<file path="src/include/fifo_config.svh">
`ifndef FIFO_CONFIG_SVH
`define FIFO_CONFIG_SVH

// width of one stream word
`define FIFO_WIDTH 20

// 32 entries in the buffer memory
`define FIFO_DEPTH_LOG2 5

// byte address into the register map, word aligned
`define APB_ADDR_WIDTH 4

`endif

</file>
<file path="src/apb_pkg.sv">
`default_nettype none

`include "fifo_config.svh"

package apb_pkg;

    // byte offsets of the host-visible registers
    typedef enum logic [`APB_ADDR_WIDTH-1:0] {
        REG_DATA   = 'h0, // write pushes one word
        REG_STATUS = 'h4, // level, empty and full
        REG_FLUSH  = 'h8  // write drops every stored word
    } reg_addr_e;

    typedef enum logic [1:0] {
        IDLE,
        ACCESS,
        WAIT_SPACE // data write parked until the buffer has room
    } apb_state_e;

endpackage

`default_nettype wire

</file>
<file path="src/fifo_pkg.sv">
`default_nettype none

`include "fifo_config.svh"

package fifo_pkg;

    typedef logic [`FIFO_WIDTH-1:0] word_t;

    typedef logic [`FIFO_DEPTH_LOG2-1:0] ptr_t;

    // one bit wider than a pointer so that a full buffer can be counted
    typedef logic [`FIFO_DEPTH_LOG2:0] level_t;

    typedef enum logic [1:0] {
        EMPTY, // nothing held for the stream
        FETCH, // memory read in flight
        HOLD   // word on out_data until taken
    } cons_state_e;

endpackage

`default_nettype wire

</file>
<file path="src/memory_block.sv">
`default_nettype none

module memory_block #(
    parameter int WIDTH      = 20,
    parameter int DEPTH_LOG2 = 5
) (
    input  wire                  clk,

    input  wire                  write_enable,
    input  wire [DEPTH_LOG2-1:0] write_addr,
    input  wire [WIDTH-1:0]      data_in,

    input  wire                  read_stall,
    input  wire [DEPTH_LOG2-1:0] read_addr,
    output logic [WIDTH-1:0]     data_out
);

    logic [WIDTH-1:0] mem [0:(1 << DEPTH_LOG2)-1];

    logic                  write_enable_q;
    logic [DEPTH_LOG2-1:0] write_addr_q;
    logic [WIDTH-1:0]      write_data_q;

    logic [DEPTH_LOG2-1:0] read_addr_q;

    // the write side goes through an input register before it reaches the array
    always_ff @(posedge clk) begin
        write_enable_q <= write_enable;
        write_addr_q   <= write_addr;
        write_data_q   <= data_in;
        if (write_enable_q) begin
            mem[write_addr_q] <= write_data_q;
        end
    end

    always_ff @(posedge clk) begin
        if (!read_stall) begin
            read_addr_q <= read_addr; // held between reads so data_out stays put
        end
    end

    assign data_out = mem[read_addr_q]; // unregistered output, one cycle after the address

endmodule

`default_nettype wire

</file>
<file path="src/fifo_buffer.sv">
`default_nettype none

`include "fifo_config.svh"

module fifo_buffer (
    input  wire               clk,
    input  wire               reset,

    input  wire               push,
    input  wire fifo_pkg::word_t push_data,
    input  wire               flush,

    input  wire               pop,
    output fifo_pkg::word_t   rd_data,

    output fifo_pkg::level_t  level,
    output logic              full,
    output logic              empty,
    output logic              can_pop
);

    localparam fifo_pkg::level_t DEPTH = fifo_pkg::level_t'(1 << `FIFO_DEPTH_LOG2);

    fifo_pkg::ptr_t   wr_ptr;
    fifo_pkg::ptr_t   rd_ptr;
    fifo_pkg::level_t level_q;
    logic             recent_write;

    always_ff @(posedge clk) begin
        if (reset || flush) begin
            wr_ptr <= '0;
            rd_ptr <= '0;
        end else begin
            if (push) begin
                wr_ptr <= wr_ptr + 1'b1;
            end
            if (pop) begin
                rd_ptr <= rd_ptr + 1'b1;
            end
        end
    end

    always_ff @(posedge clk) begin
        if (reset || flush) begin
            level_q <= '0;
        end else begin
            case ({push, pop})
                2'b10:   level_q <= level_q + 1'b1;
                2'b01:   level_q <= level_q - 1'b1;
                default: level_q <= level_q; // both or neither leave the count alone
            endcase
        end
    end

    // a word pushed last cycle is counted but still sits in the memory input register
    always_ff @(posedge clk) begin
        if (reset || flush) begin
            recent_write <= 1'b0;
        end else begin
            recent_write <= push;
        end
    end

    assign level   = level_q;
    assign full    = (level_q == DEPTH);
    assign empty   = (level_q == '0);
    assign can_pop = (level_q > fifo_pkg::level_t'(recent_write));

    memory_block #(
        .WIDTH      (`FIFO_WIDTH),
        .DEPTH_LOG2 (`FIFO_DEPTH_LOG2)
    ) memory (
        .clk          (clk),
        .write_enable (push),
        .write_addr   (wr_ptr),
        .data_in      (push_data),
        .read_stall   (!pop), // only a pop moves the read address on
        .read_addr    (rd_ptr),
        .data_out     (rd_data)
    );

endmodule

`default_nettype wire

</file>
<file path="src/apb_producer.sv">
`default_nettype none

`include "fifo_config.svh"

module apb_producer (
    input  wire                       clk,
    input  wire                       reset,

    input  wire                       psel,
    input  wire                       penable,
    input  wire                       pwrite,
    input  wire [`APB_ADDR_WIDTH-1:0] paddr,
    input  wire [31:0]                pwdata,
    output logic [31:0]               prdata,
    output logic                      pready,
    output logic                      pslverr,

    output logic                      push,
    output fifo_pkg::word_t           push_data,
    output logic                      flush,
    input  wire                       full,
    input  wire                       empty,
    input  wire fifo_pkg::level_t     level
);

    apb_pkg::apb_state_e state;
    apb_pkg::apb_state_e state_next;

    logic        access;
    logic        data_write;
    logic        bad;
    logic        stall;
    logic [31:0] status;

    always_comb begin
        data_write = 1'b0;
        bad        = 1'b0;
        case (apb_pkg::reg_addr_e'(paddr))
            apb_pkg::REG_DATA:   begin
                data_write = pwrite;
                bad        = !pwrite; // the data register cannot be read back
            end
            apb_pkg::REG_STATUS: bad = pwrite;
            apb_pkg::REG_FLUSH:  bad = 1'b0; // reads return zero
            default:             bad = 1'b1;
        endcase
    end

    assign access = psel && penable && (state != apb_pkg::IDLE);
    assign stall  = data_write && full;

    assign pready    = access && !stall;
    assign pslverr   = pready && bad;
    assign push      = pready && data_write;
    assign push_data = pwdata[`FIFO_WIDTH-1:0];
    assign flush     = pready && pwrite && (paddr == apb_pkg::REG_FLUSH);

    always_comb begin
        status                                   = '0;
        status[$bits(fifo_pkg::level_t)-1:0]     = level;
        status[8]                                = empty;
        status[9]                                = full;
    end

    assign prdata = (pready && !pwrite && paddr == apb_pkg::REG_STATUS) ? status : '0;

    always_comb begin
        state_next = state;
        case (state)
            apb_pkg::IDLE:       if (psel && !penable) state_next = apb_pkg::ACCESS;
            apb_pkg::ACCESS:     if (stall) state_next = apb_pkg::WAIT_SPACE;
                                 else if (pready) state_next = apb_pkg::IDLE;
            apb_pkg::WAIT_SPACE: if (pready) state_next = apb_pkg::IDLE; // pushes once full drops
            default:             state_next = apb_pkg::IDLE;
        endcase
    end

    always_ff @(posedge clk) begin
        if (reset) begin
            state <= apb_pkg::IDLE;
        end else begin
            state <= state_next;
        end
    end

endmodule

`default_nettype wire

</file>
<file path="src/stream_consumer.sv">
`default_nettype none

module stream_consumer (
    input  wire                  clk,
    input  wire                  reset,
    input  wire                  flush,

    input  wire                  can_pop,
    input  wire fifo_pkg::word_t rd_data,
    output logic                 pop,

    output logic                 out_valid,
    output fifo_pkg::word_t      out_data,
    input  wire                  out_ready
);

    fifo_pkg::cons_state_e state;
    fifo_pkg::cons_state_e state_next;
    fifo_pkg::word_t       data_q;

    always_comb begin
        state_next = state;
        pop        = 1'b0;
        case (state)
            fifo_pkg::EMPTY: begin
                if (can_pop) begin
                    pop        = 1'b1;
                    state_next = fifo_pkg::FETCH;
                end
            end
            fifo_pkg::FETCH: state_next = fifo_pkg::HOLD; // rd_data is valid this cycle
            fifo_pkg::HOLD: begin
                if (out_ready) begin
                    pop        = can_pop; // refill straight away after a transfer
                    state_next = can_pop ? fifo_pkg::FETCH : fifo_pkg::EMPTY;
                end
            end
            default: state_next = fifo_pkg::EMPTY;
        endcase
        if (flush) begin
            pop        = 1'b0;
            state_next = fifo_pkg::EMPTY; // held word is dropped with the rest
        end
    end

    always_ff @(posedge clk) begin
        if (reset) begin
            state <= fifo_pkg::EMPTY;
        end else begin
            state <= state_next;
        end
    end

    always_ff @(posedge clk) begin
        if (state == fifo_pkg::FETCH) begin
            data_q <= rd_data;
        end
    end

    assign out_valid = (state == fifo_pkg::HOLD);
    assign out_data  = data_q;

endmodule

`default_nettype wire

</file>
<file path="src/apb_fifo_top.sv">
`default_nettype none

`include "fifo_config.svh"

module apb_fifo_top (
    input  wire                       clk,
    input  wire                       reset,

    input  wire                       psel,
    input  wire                       penable,
    input  wire                       pwrite,
    input  wire [`APB_ADDR_WIDTH-1:0] paddr,
    input  wire [31:0]                pwdata,
    output logic [31:0]               prdata,
    output logic                      pready,
    output logic                      pslverr,

    output logic                      out_valid,
    output fifo_pkg::word_t           out_data,
    input  wire                       out_ready
);

    logic             push;
    logic             flush;
    logic             pop;
    logic             full;
    logic             empty;
    logic             can_pop;
    fifo_pkg::word_t  push_data;
    fifo_pkg::word_t  rd_data;
    fifo_pkg::level_t level;

    apb_producer producer (
        .clk       (clk),
        .reset     (reset),
        .psel      (psel),
        .penable   (penable),
        .pwrite    (pwrite),
        .paddr     (paddr),
        .pwdata    (pwdata),
        .prdata    (prdata),
        .pready    (pready),
        .pslverr   (pslverr),
        .push      (push),
        .push_data (push_data),
        .flush     (flush),
        .full      (full),
        .empty     (empty),
        .level     (level)
    );

    fifo_buffer buffer (
        .clk       (clk),
        .reset     (reset),
        .push      (push),
        .push_data (push_data),
        .flush     (flush),
        .pop       (pop),
        .rd_data   (rd_data),
        .level     (level),
        .full      (full),
        .empty     (empty),
        .can_pop   (can_pop)
    );

    stream_consumer consumer (
        .clk       (clk),
        .reset     (reset),
        .flush     (flush),
        .can_pop   (can_pop),
        .rd_data   (rd_data),
        .pop       (pop),
        .out_valid (out_valid),
        .out_data  (out_data),
        .out_ready (out_ready)
    );

endmodule

`default_nettype wire

</file>
<file path="config.mk">
export PLATFORM = sky130hd
export DESIGN_NAME = apb_fifo_top
export DESIGN_NICKNAME = d
export VERILOG_FILES = /design/src/apb_pkg.sv /design/src/fifo_pkg.sv /design/src/memory_block.sv /design/src/fifo_buffer.sv /design/src/apb_producer.sv /design/src/stream_consumer.sv /design/src/apb_fifo_top.sv
export VERILOG_INCLUDE_DIRS = /design/src /design/src/include
export SDC_FILE = /design/constraint.sdc
export NUM_CORES = 1
export LEC_CHECK = 0
export BUFFER_PORTS_ARGS = -buffer_cell sky130_fd_sc_hd__buf_2
export CORE_AREA = 2 2 218 220
export CTS_CLUSTER_SIZE = 16
export DETAILED_ROUTE_END_ITERATION = 8
export DIE_AREA = 0 0 220 222
export GPL_TIMING_DRIVEN = 0
export PLACE_DENSITY = 0.76
export SYNTH_ARGS = -nofsm -noshare
export SYNTH_HDL_FRONTEND = slang
export SYNTH_SLANG_ARGS = --single-unit
</file>
<file path="constraint.sdc">
create_clock -name clk -period 5.6 [get_ports clk]
set_clock_uncertainty 0.2 [all_clocks]
set_input_delay 0.28 -clock clk [delete_from_list [all_inputs] [get_ports clk]]
set_output_delay 0.28 -clock clk [all_outputs]
set_load 0.01 [all_outputs]
</file>
Word-level counts from Yosys, hierarchy flattened --
Memories as Yosys holds them, arrays and structs flattened. A register that Yosys moved wholly into a read port is not among the register bits. Index checks and enable logic that the tools add are counted.
Word-level totals: latch bits 0, register bits 52, memories kept 1, input bits 42, logic and storage cells 69, memory bits (read-only) 0, bits in writable memories 640
Memories:
- buffer.memory.mem | depth 32, bits a word 20, rd ports 1, clocked after Yosys merged registers in 1, write ports 1, line memory_block.sv:18 | logic [WIDTH-1:0] mem [0:(1 << DEPTH_LOG2)-1];
Operators by class: add/subtract/negate cells 4, shift operators 0, multiply operators 0, reductions and logical operators 23, equal/unequal tests 12, bitwise logic cells 0, mux-type cells 18, magnitude comparators 1, div/mod/pow operators 0
Operators with widths (count):
- 2-bit case mux with 3 select lines | 2
- 6-bit case mux with 2 select lines | 1
- 1-bit logical AND | 11
- 5-bit by 1-bit adder with 5-bit output (second input constant) | 2
- 10-bit two-way mux | 1
- 2-bit two-way mux | 5
- 1-bit two-way mux | 7
- 6-bit by 1-bit adder with 6-bit output (second input constant) | 1
- 2-bit by 1-bit == test with 1-bit output (second input constant) | 3
- 2-bit == test (second input constant) | 3
- 6-bit == test (second input constant) | 1
- 6-bit by 1-bit greater-than comparator with 1-bit output | 1
- 6-bit zero test | 1
- 2-bit by 1-bit != test with 1-bit output (second input constant) | 3
- 6-bit by 1-bit subtractor with 6-bit output (second input constant) | 1
- 4-bit by 3-bit == test with 1-bit output (second input constant) | 1
- 4-bit == test (second input constant) | 1
- 2-bit zero test | 2
- 4-bit zero test | 1
- 2-bit nonzero test | 2
- 1-bit zero test | 3
- 1-bit case mux with 3 select lines | 1
- 1-bit case mux with 2 select lines | 1
- 2-bit AND reduction | 1
- 2 further kinds | 2

Logic depth before layout (Yosys ltp) --
Gate-level depths: netlist (run 1).
depth after elaboration 10, mapped depth 14, depth with buffers taken out 13

By module --
From an unflattened synthesis (run 1), not the netlist that was laid out.
Unflattened totals: cells, all modules 1669, area total of the unflattened synthesis 28352.2 um^2
By module, submodules not included:
- memory_block | cells each 1437, area each 25987.4 um^2, instances 1
- fifo_buffer | cells each 124, area each 1062.3 um^2, instances 1
- stream_consumer | cells each 30, area each 700.7 um^2, instances 1
- apb_producer | cells each 78, area each 601.8 um^2, instances 1

Worst setup path after synthesis (run 1) --
OpenSTA, ideal clock, no wires.
path kind flip-flop to flip-flop, from reg buffer.level_q[0] (netlist: buffer.level[0]), to reg buffer.level_q[4] (netlist: buffer.level[4]), buffers on the path 1, data arrival time 3.293 ns, slack 1.993 ns, clock period less this slack 3.607 ns, cell stages (with the launch flop) 15, cell sequence dfxtp_1 > bufbuf_16 > inv_1 > ha_1 > o21ba_2 > a221oi_1 > nand2_1 > inv_1 > ha_1 > inv_1 > fa_1 > nor2b_1 > o21ai_0 > nor4b_1 > a2111oi_0
Between the ends: longest elaborated chain between the ends 9, elaborated cells on any way between the ends 19
Ends and longest elaborated chain:
- start: declaration | line fifo_buffer.sv:26 | fifo_pkg::level_t level_q;
- start signal: assignment | line fifo_buffer.sv:48 | 2'b10: level_q <= level_q + 1'b1;
- start signal: assignment | line fifo_buffer.sv:49 | 2'b01: level_q <= level_q - 1'b1;
- start signal: assignment | line fifo_buffer.sv:50 | default: level_q <= level_q;
- branches (longest 6 deep; another with 6-bit by 1-bit greater-than comparator with 1-bit output)
- 1-bit two-way mux (*) | line stream_consumer.sv:40 | if (flush) begin
- via buffer.pop | line fifo_buffer.sv:13 | input wire pop,
- 2-bit by 1-bit == test with 1-bit output / 2-bit == test (equally long branches) | line fifo_buffer.sv:47 | case ({push, pop})
- 6-bit case mux with 2 select lines / 2-bit nonzero test (equally long branches)
Mark *: on every way through the listed nets, which the timed path passes. A chain may end at the register's enable or synchronous reset.

Worst setup path in the final report (run 1) --
from reg buffer.level_q[0] (netlist: buffer.level[0]), to reg buffer.level_q[5] (netlist: buffer.level[5])
Same word-level chain as after synthesis.

==> results of run 1 <==
[routing by layer]
layer | track usage, % | part of all wire, % | routed length, um | vias to the layer above
met2 | 42.12 | 50 | 30440 | 766
li1 | - | - | - | 6149
met3 | 4.431 | 8.4 | 5111 | 114
met1 | 35.18 | 39 | 23720 | 7332
met4 | 8.617 | 2.9 | 1788 | 0
met5 | 0 | 0 | 0 | -
[power breakdown]
group / internal [mW] / total (mW) / switching, mW
clock network: 2.84 / 4.79 / 1.95
logic: 1.41 / 3.53 / 2.12
registers: 6.02 / 6.20 / 0.173
[cells in the final DEF (no fill, tap or decap), drive strengths merged, types with 2 or more instances in the layout]
cell type	n
edfxtp	665
mux2i	163
clkbuf	144
buf	132
a22oi	120
mux4	80
nor2	51
nand3	47
dfxtp	47
dlygate4sd3	28
clkinv	25
conb	24
nand4	21
a21oi	12
inv	12
nand2	11
bufinv	9
nor2b	9
and2	8
ha	8
o21ai	7
nand2b	6
nand3b	6
and3	4
nor4b	4
xnor2	3
a211oi	3
or3b	3
or3	3
o31ai	2
or4	2
nor3b	2
nor4	2
[area by class of cell]
cell class | count | area, um^2
sequential | 712 | 20910
timing repair buffer | 122 | 1204
clock buffer | 89 | 1916
tap | 607 | 759.5
fill | 2839 | 14640
inverter | 9 | 33.78
buffer | 94 | 489.2
multi-input combinational | 619 | 5879
clock inverter | 38 | 426.7
[tightest hold or removal path: stages]
cell and delay, ns:
buf_2 0.09, or4b_4 0.12, a2111o_1 0.11, buf_6 0.13, nor2_1 0.05
[cell families after synthesis]
logic type      Yosys count  synth area share (%)
compound gates          155                 4.172
xor+xnor                  4                0.1291
fa+ha+maj                 9                0.4425
buf+inv                 103                 1.927
flops                   712                 77.04
mux                     243                 12.65
other cells               1               0.01382
simple gates            184                 3.632
[worst min path at each step]
| stage | from | endpoint | cells after the start |
|---|---|---|---|
| finish | paddr[1] | buffer.recent_write$_SDFF_PP0_ | 5 |
| global route | paddr[1] | buffer.recent_write$_SDFF_PP0_ | 5 |
| CTS | paddr[1] | buffer.recent_write$_SDFF_PP0_ | 5 |
| detailed placement | pwdata[8] | buffer.memory.write_data_q[8]$_DFF_P_ | 1 |
| global placement | buffer.wr_ptr[4]$_SDFFE_PP0P_ | buffer.memory.write_addr_q[4]$_DFF_P_ | 0 |
| floorplan | pwdata[0] | buffer.memory.write_data_q[0]$_DFF_P_ | 0 |
[repair_timing]
item | in CTS | in global routing
hold buffers | 28 | 0
buffers inserted | 0 | 0
endpoints found under the hold margin | 34 | 0
[metrics by stage]
step,hold slack (ns),utilization [%]
floorplan,0.1077,-
global placement,0.1767,61.15
detailed placement,0.1836,62.62
CTS,0.02375,68.29
global route,0.05349,68.35
finish,0.04047,68.35
[state kept, by name (all words and copies together) (netlist names), 5 cells and up]
name                        count
buffer.memory.write_data_q     20
buffer.memory.read_addr_q       5
consumer.out_data              20
buffer.wr_ptr                   5
buffer.level                    6
buffer.rd_ptr                   5
buffer.memory.write_addr_q      5
buffer.memory.mem             640
==> flow_metrics.py, run 1 <==
metrics = {
    "outcome": {
        "status": "finished clean",
    },
    "global_route": {
        "grt_usage_pct": 25.66,
        "grt_pass1_wl_um": 90600,
        "antenna_found_initial": 0,
        "grt_pass1_vias": 14399,
        "grt.overflow.total": 0,
        "grt_max_degree": 33,
    },
    "drt": {
        "viasPerCell": 6.271,
        "vias": 14361,
        "drt_iter0_drc": 1441,
        "drcViolationCount": 0,
        "drtAntennaViolNets": 0,
        "wire_per_inst_um": 26.67,
        "wl_um": 61070,
        "drtPass1Iterations": 5,
    },
    "power": {
        "worst_ir_drop_vdd_mv": 0.3543,
        "leakage_nw": 10.44,
        "p_per_area_nw_per_um2": 459.0,
        "total_power_mw": 14.51,
    },
    "setup_path": {
        "critPathSlowestCell": "a221oi_1",
        "crit_chain": "bufbuf_16, inv_1, ha_1, o21ba_2, a221oi_1, nand2_1, inv_1, ha_1, ha_1, nor4b_1, a311oi_1, a31o_2, a21oi_1",
        "path_buf_inv": 3,
        "reg2reg_from": "buffer.level[0]$_SDFFE_PP0P_",
        "cp_top_family": "compound AO/OA/AOI/OAI gates",
        "crit_arrival_ns": 4.62,
        "max_stage_delay_ns": 0.72,
        "r2r_slack_ns": 1.29,
        "critPathCapture": "buffer.level[5]$_SDFFE_PP0P_",
        "critPathRequiredTime_ns": 5.91,
        "critical_path_class": "register to register",
        "start_kind": "register",
        "cp_common_cell": "ha_1",
        "reg2reg_to": "buffer.level[5]$_SDFFE_PP0P_",
        "worst-path-max-fanout": 9,
        "reg2reg_depth": 13,
        "crit_start": "buffer.level[0]$_SDFFE_PP0P_",
        "critical_path_depth": 13,
        "end_kind": "register",
    },
    "clock_network": {
        "cts_root_buffer": "clkbuf_16",
        "clock_sinks": 712,
        "path_clk_slew_ns": 0.06,
        "cts_resized": 0,
        "cts_tree": "done",
        "insertion_delay_ns": 0.60,
        "htreeDepth": 3,
        "numCtsBuffers": 69,
        "clockBufferDepth": 3,
    },
    "place": {
        "dp_slack_ns": 1.272,
        "place_area_um2": 28970,
        "dpl.cell_count": 2134,
        "gp_congestion": 0.8536,
        "dp_hpwl_um": 38350,
        "io_buffers": 60,
    },
    "cells_and_area": {
        "syn_to_final_growth_pct": 16.48,
        "drive_above_1_share_pct": 21.03,
        "layout.cells.non_filler": 2290,
        "diodes": 0,
        "finalNetCount": 1678,
        "design_area_um2": 31620,
    },
    "yosys": {
        "syn_area_um2": 27140,
        "syn_inst": 1411,
        "synth.most_common_cell": "edfxtp_1",
        "ys_seq_elements": 712,
        "async_flop_share_pct": 0,
        "ys.flop_type": "edfxtp_1",
        "yosysSeqAreaShare_pct": 77.04,
        "yosys.area.top_type": "edfxtp_1",
        "ys_top_cells_by_count": "665 x edfxtp_1, 163 x mux2i_1, 120 x a22oi_1",
        "synth_edf_count": 665,
        "yosys_warnings": 0,
        "synth_top_area_share_pct": 73.57,
        "netlist-cell-type-count": 53,
        "synth_area_leaders": "edfxtp_1 74%, mux4_2 6.6%, mux2i_1 6.0%",
        "syn_avg_cell_area_um2": 19.24,
    },
    "sta": {
        "tightest_slew_ns": 1.350,
        "setup_ws_ns": 1.288,
        "rsz0062_at_grt": "no",
        "final.setup.tns_ns": 0,
        "period_share_pct": 77.00,
        "hold_viol_final": 0,
        "fmax_ghz": 0.2319,
        "slew_headroom_pct": 9.874,
        "setup_viol": 0,
        "report.final.slew_viol_count": 0,
        "finalCriticalPeriod_ns": 4.312,
    },
    "floorplan": {
        "dieWidth_um": 220,
        "die_h_um": 222,
        "core_um2": 46260,
        "placementRows": 79,
        "top_level_ports": 97,
        "die_area_um2": 48840,
        "start_util_pct": 58.68,
    },
    "run": {
        "cap_violations": 0,
    },
    "worst_hold_path": {
        "hp-class": "primary input to register",
    },
}
Note: power is estimated with default switching activity, not from simulation.
==> inputs of run 2 (changes only) <==
- CORE_AREA: 2 2 218 220 -> 2 2 226 228
- DIE_AREA: 0 0 220 222 -> 0 0 228 230
- PLACE_DENSITY: 0.76 -> 0.74
- clock period: 5.6 -> 3.53 ns (I/O delays scaled with it)
==> run 2 against run 1 <==
Non-clock buffer count rose by 19. Highest routed layer unchanged. Clock-buffer cell count increased by 3. Via count fell by 0.74%.
==> flow_metrics.py, run 2 (same netlist as run 1, synthesis figures left out) <==
metrics = {
    "worst_hold_path": {
        "min_path_cells": 2,
        "hp-class": "primary input to register",
    },
    "clock_network": {
        "path_clk_slew_ns": 0.06,
        "htreeDepth": 3,
        "cts_tree": "done",
        "clock_sinks": 712,
        "numCtsBuffers": 70,
        "insertion_delay_ns": 0.61,
        "clockBufferDepth": 3,
        "cts_root_buffer": "clkbuf_16",
    },
    "sta": {
        "fmax_ghz": 0.2948,
        "hold_viol_final": 0,
        "slew_headroom_pct": 14.93,
        "setup_viol": 0,
        "period_share_pct": 96.10,
        "setup_ws_ns": 0.1376,
        "finalCriticalPeriod_ns": 3.392,
        "tightest_slew_ns": 1.274,
        "report.final.slew_viol_count": 0,
    },
    "setup_path": {
        "end_kind": "register",
        "cp_common_cell": "clkbuf_1",
        "worst-path-max-fanout": 10,
        "critPathSlowestCell": "clkbuf_1",
        "crit_chain": "clkbuf_1, buf_2, nor2_1, clkbuf_1, a22oi_1, nand3_1, nand4_1",
        "max_stage_delay_ns": 0.52,
        "start_kind": "register",
        "path_buf_inv": 3,
        "reg2reg_depth": 7,
        "critPathRequiredTime_ns": 3.60,
        "critical_path_class": "register to register",
        "crit_arrival_ns": 3.46,
        "r2r_slack_ns": 0.14,
        "critical_path_depth": 7,
        "cp_top_family": "buffers and inverters",
    },
    "floorplan": {
        "core_um2": 49860,
        "top_level_ports": 97,
        "start_util_pct": 54.44,
        "dieWidth_um": 228,
        "placementRows": 82,
        "die_h_um": 230,
        "die_area_um2": 52440,
    },
    "global_route": {
        "grt_pass1_vias": 14524,
        "grt_usage_pct": 23.27,
        "grt_pass1_wl_um": 89800,
        "grt.overflow.total": 0,
        "antenna_found_initial": 0,
        "grt_max_degree": 33,
    },
    "drt": {
        "drcViolationCount": 0,
        "drtAntennaViolNets": 0,
        "wl_met2_um": 30070,
        "wl_um": 60580,
        "met1_length_um": 23070,
        "top_layer_used": "met4",
        "drtPass1Iterations": 5,
        "viasPerCell": 6.005,
        "vias": 14255,
        "drt_iter0_drc": 1307,
        "wire_per_inst_um": 25.52,
        "wl_met3_um": 5209,
    },
    "power": {
        "total_power_mw": 23.05,
        "leakage_nw": 10.52,
        "p_per_area_nw_per_um2": 722.4,
        "worst_ir_drop_vdd_mv": 0.5983,
    },
    "cells_and_area": {
        "layout.cells.non_filler": 2374,
        "n_fill_cell": 3316,
        "largest_register_ffs": 640,
        "final_cell_mix": "665 x edfxtp_1, 163 x mux2i_1, 120 x a22oi_1",
        "multi_input_area_um2": 5926,
        "finalNetCount": 1698,
        "syn_to_final_growth_pct": 17.54,
        "regArea_um2": 20910,
        "final_common_cell": "edfxtp_1",
        "post-route-util_pct": 63.99,
        "regMostFlops": "buffer.memory.mem",
        "diodes": 0,
        "drive_above_1_share_pct": 21.33,
    },
    "place": {
        "dp_slack_ns": -0.4434,
        "dp_hpwl_um": 38080,
        "gp_congestion": 0.8395,
        "io_buffers": 60,
        "dpl.cell_count": 2198,
    },
    "run": {
        "cap_violations": 0,
    },
    "outcome": {
        "status": "finished clean",
    },
}
run 2: changes by cell type in the layout (fill, tap and decap cells not counted), moves of 2 or more:
cell / previous run / this run
buf_4: 24 / 27
clkbuf_1: 67 / 65
bufinv_16: 9 / 7
dlygate4sd3_1: 28 / 46
clkbuf_8: 5 / 10
clkinv_2: 13 / 10
run 2: repair_timing:
| item | CTS | global route |
|---|---|---|
| buffers inserted | 1 | 2 |
| pin swaps | 1 | 1 |
| gates resized for setup | 5 | 3 |
| endpoints found under the hold margin | 38 | 0 |
| endpoints found under the setup margin | 4 | 1 |
| hold buffers | 46 | 0 |
run 2: through the flow:
stage                     setup TNS (ns)  hold slack (ns)  cell area [um^2]
final                                  0          0.02146             31910
after detailed placement          -1.295          0.08009             29050
after global placement           -0.6122          0.07919             28380
after global routing           -0.005593          0.02236             31910
after CTS                              0        0.0009479             31880
after floorplan                        0         0.004217             27240
run 2: where the power goes:
part	leakage [nW]	internal, mW	switching [mW]
Combinational	2.99	2.32	3.32
Clock	1.15	4.47	3.12
Sequential	6.38	9.56	0.272
run 2: path summary, 6_finish.rpt:
| path | from | endpoint |
|---|---|---|
| setup / recovery | buffer.memory.read_addr_q[1]$_DFFE_PP_ | consumer.out_data[8]$_DFFE_PN_ |
| hold / removal | pwdata[4] | buffer.memory.write_data_q[4]$_DFF_P_ |
| setup reg to reg | buffer.memory.read_addr_q[1]$_DFFE_PP_ | consumer.out_data[8]$_DFFE_PN_ |
| hold reg to reg | buffer.wr_ptr[4]$_SDFFE_PP0P_ | buffer.memory.write_addr_q[4]$_DFF_P_ |
run 2: final cells by class:
| type | instances | area share, % |
|---|---|---|
| sequential | 712 | 65.54 |
| multi-input combinational | 619 | 18.57 |
| clock buffer | 92 | 6.196 |
| timing repair buffer | 141 | 4.275 |
| tap | 672 | 2.635 |
| buffer | 94 | 1.533 |
| clock inverter | 35 | 1.141 |
| inverter | 9 | 0.1059 |
run 2: metal layers:
metal	up-vias	global-route usage (%)
li1	6183	-
met1	7251	29.70
met3	125	5.308
met5	-	0
met4	0	10.31
met2	696	38.57
run 2: worst register-to-register path, cell delays in order (launching register included):
cell,delay [ns]
edfxtp_1,0.40
clkbuf_1,0.34
buf_2,0.38
nor2_1,0.46
clkbuf_1,0.52
a22oi_1,0.24
nand3_1,0.24
nand4_1,0.27
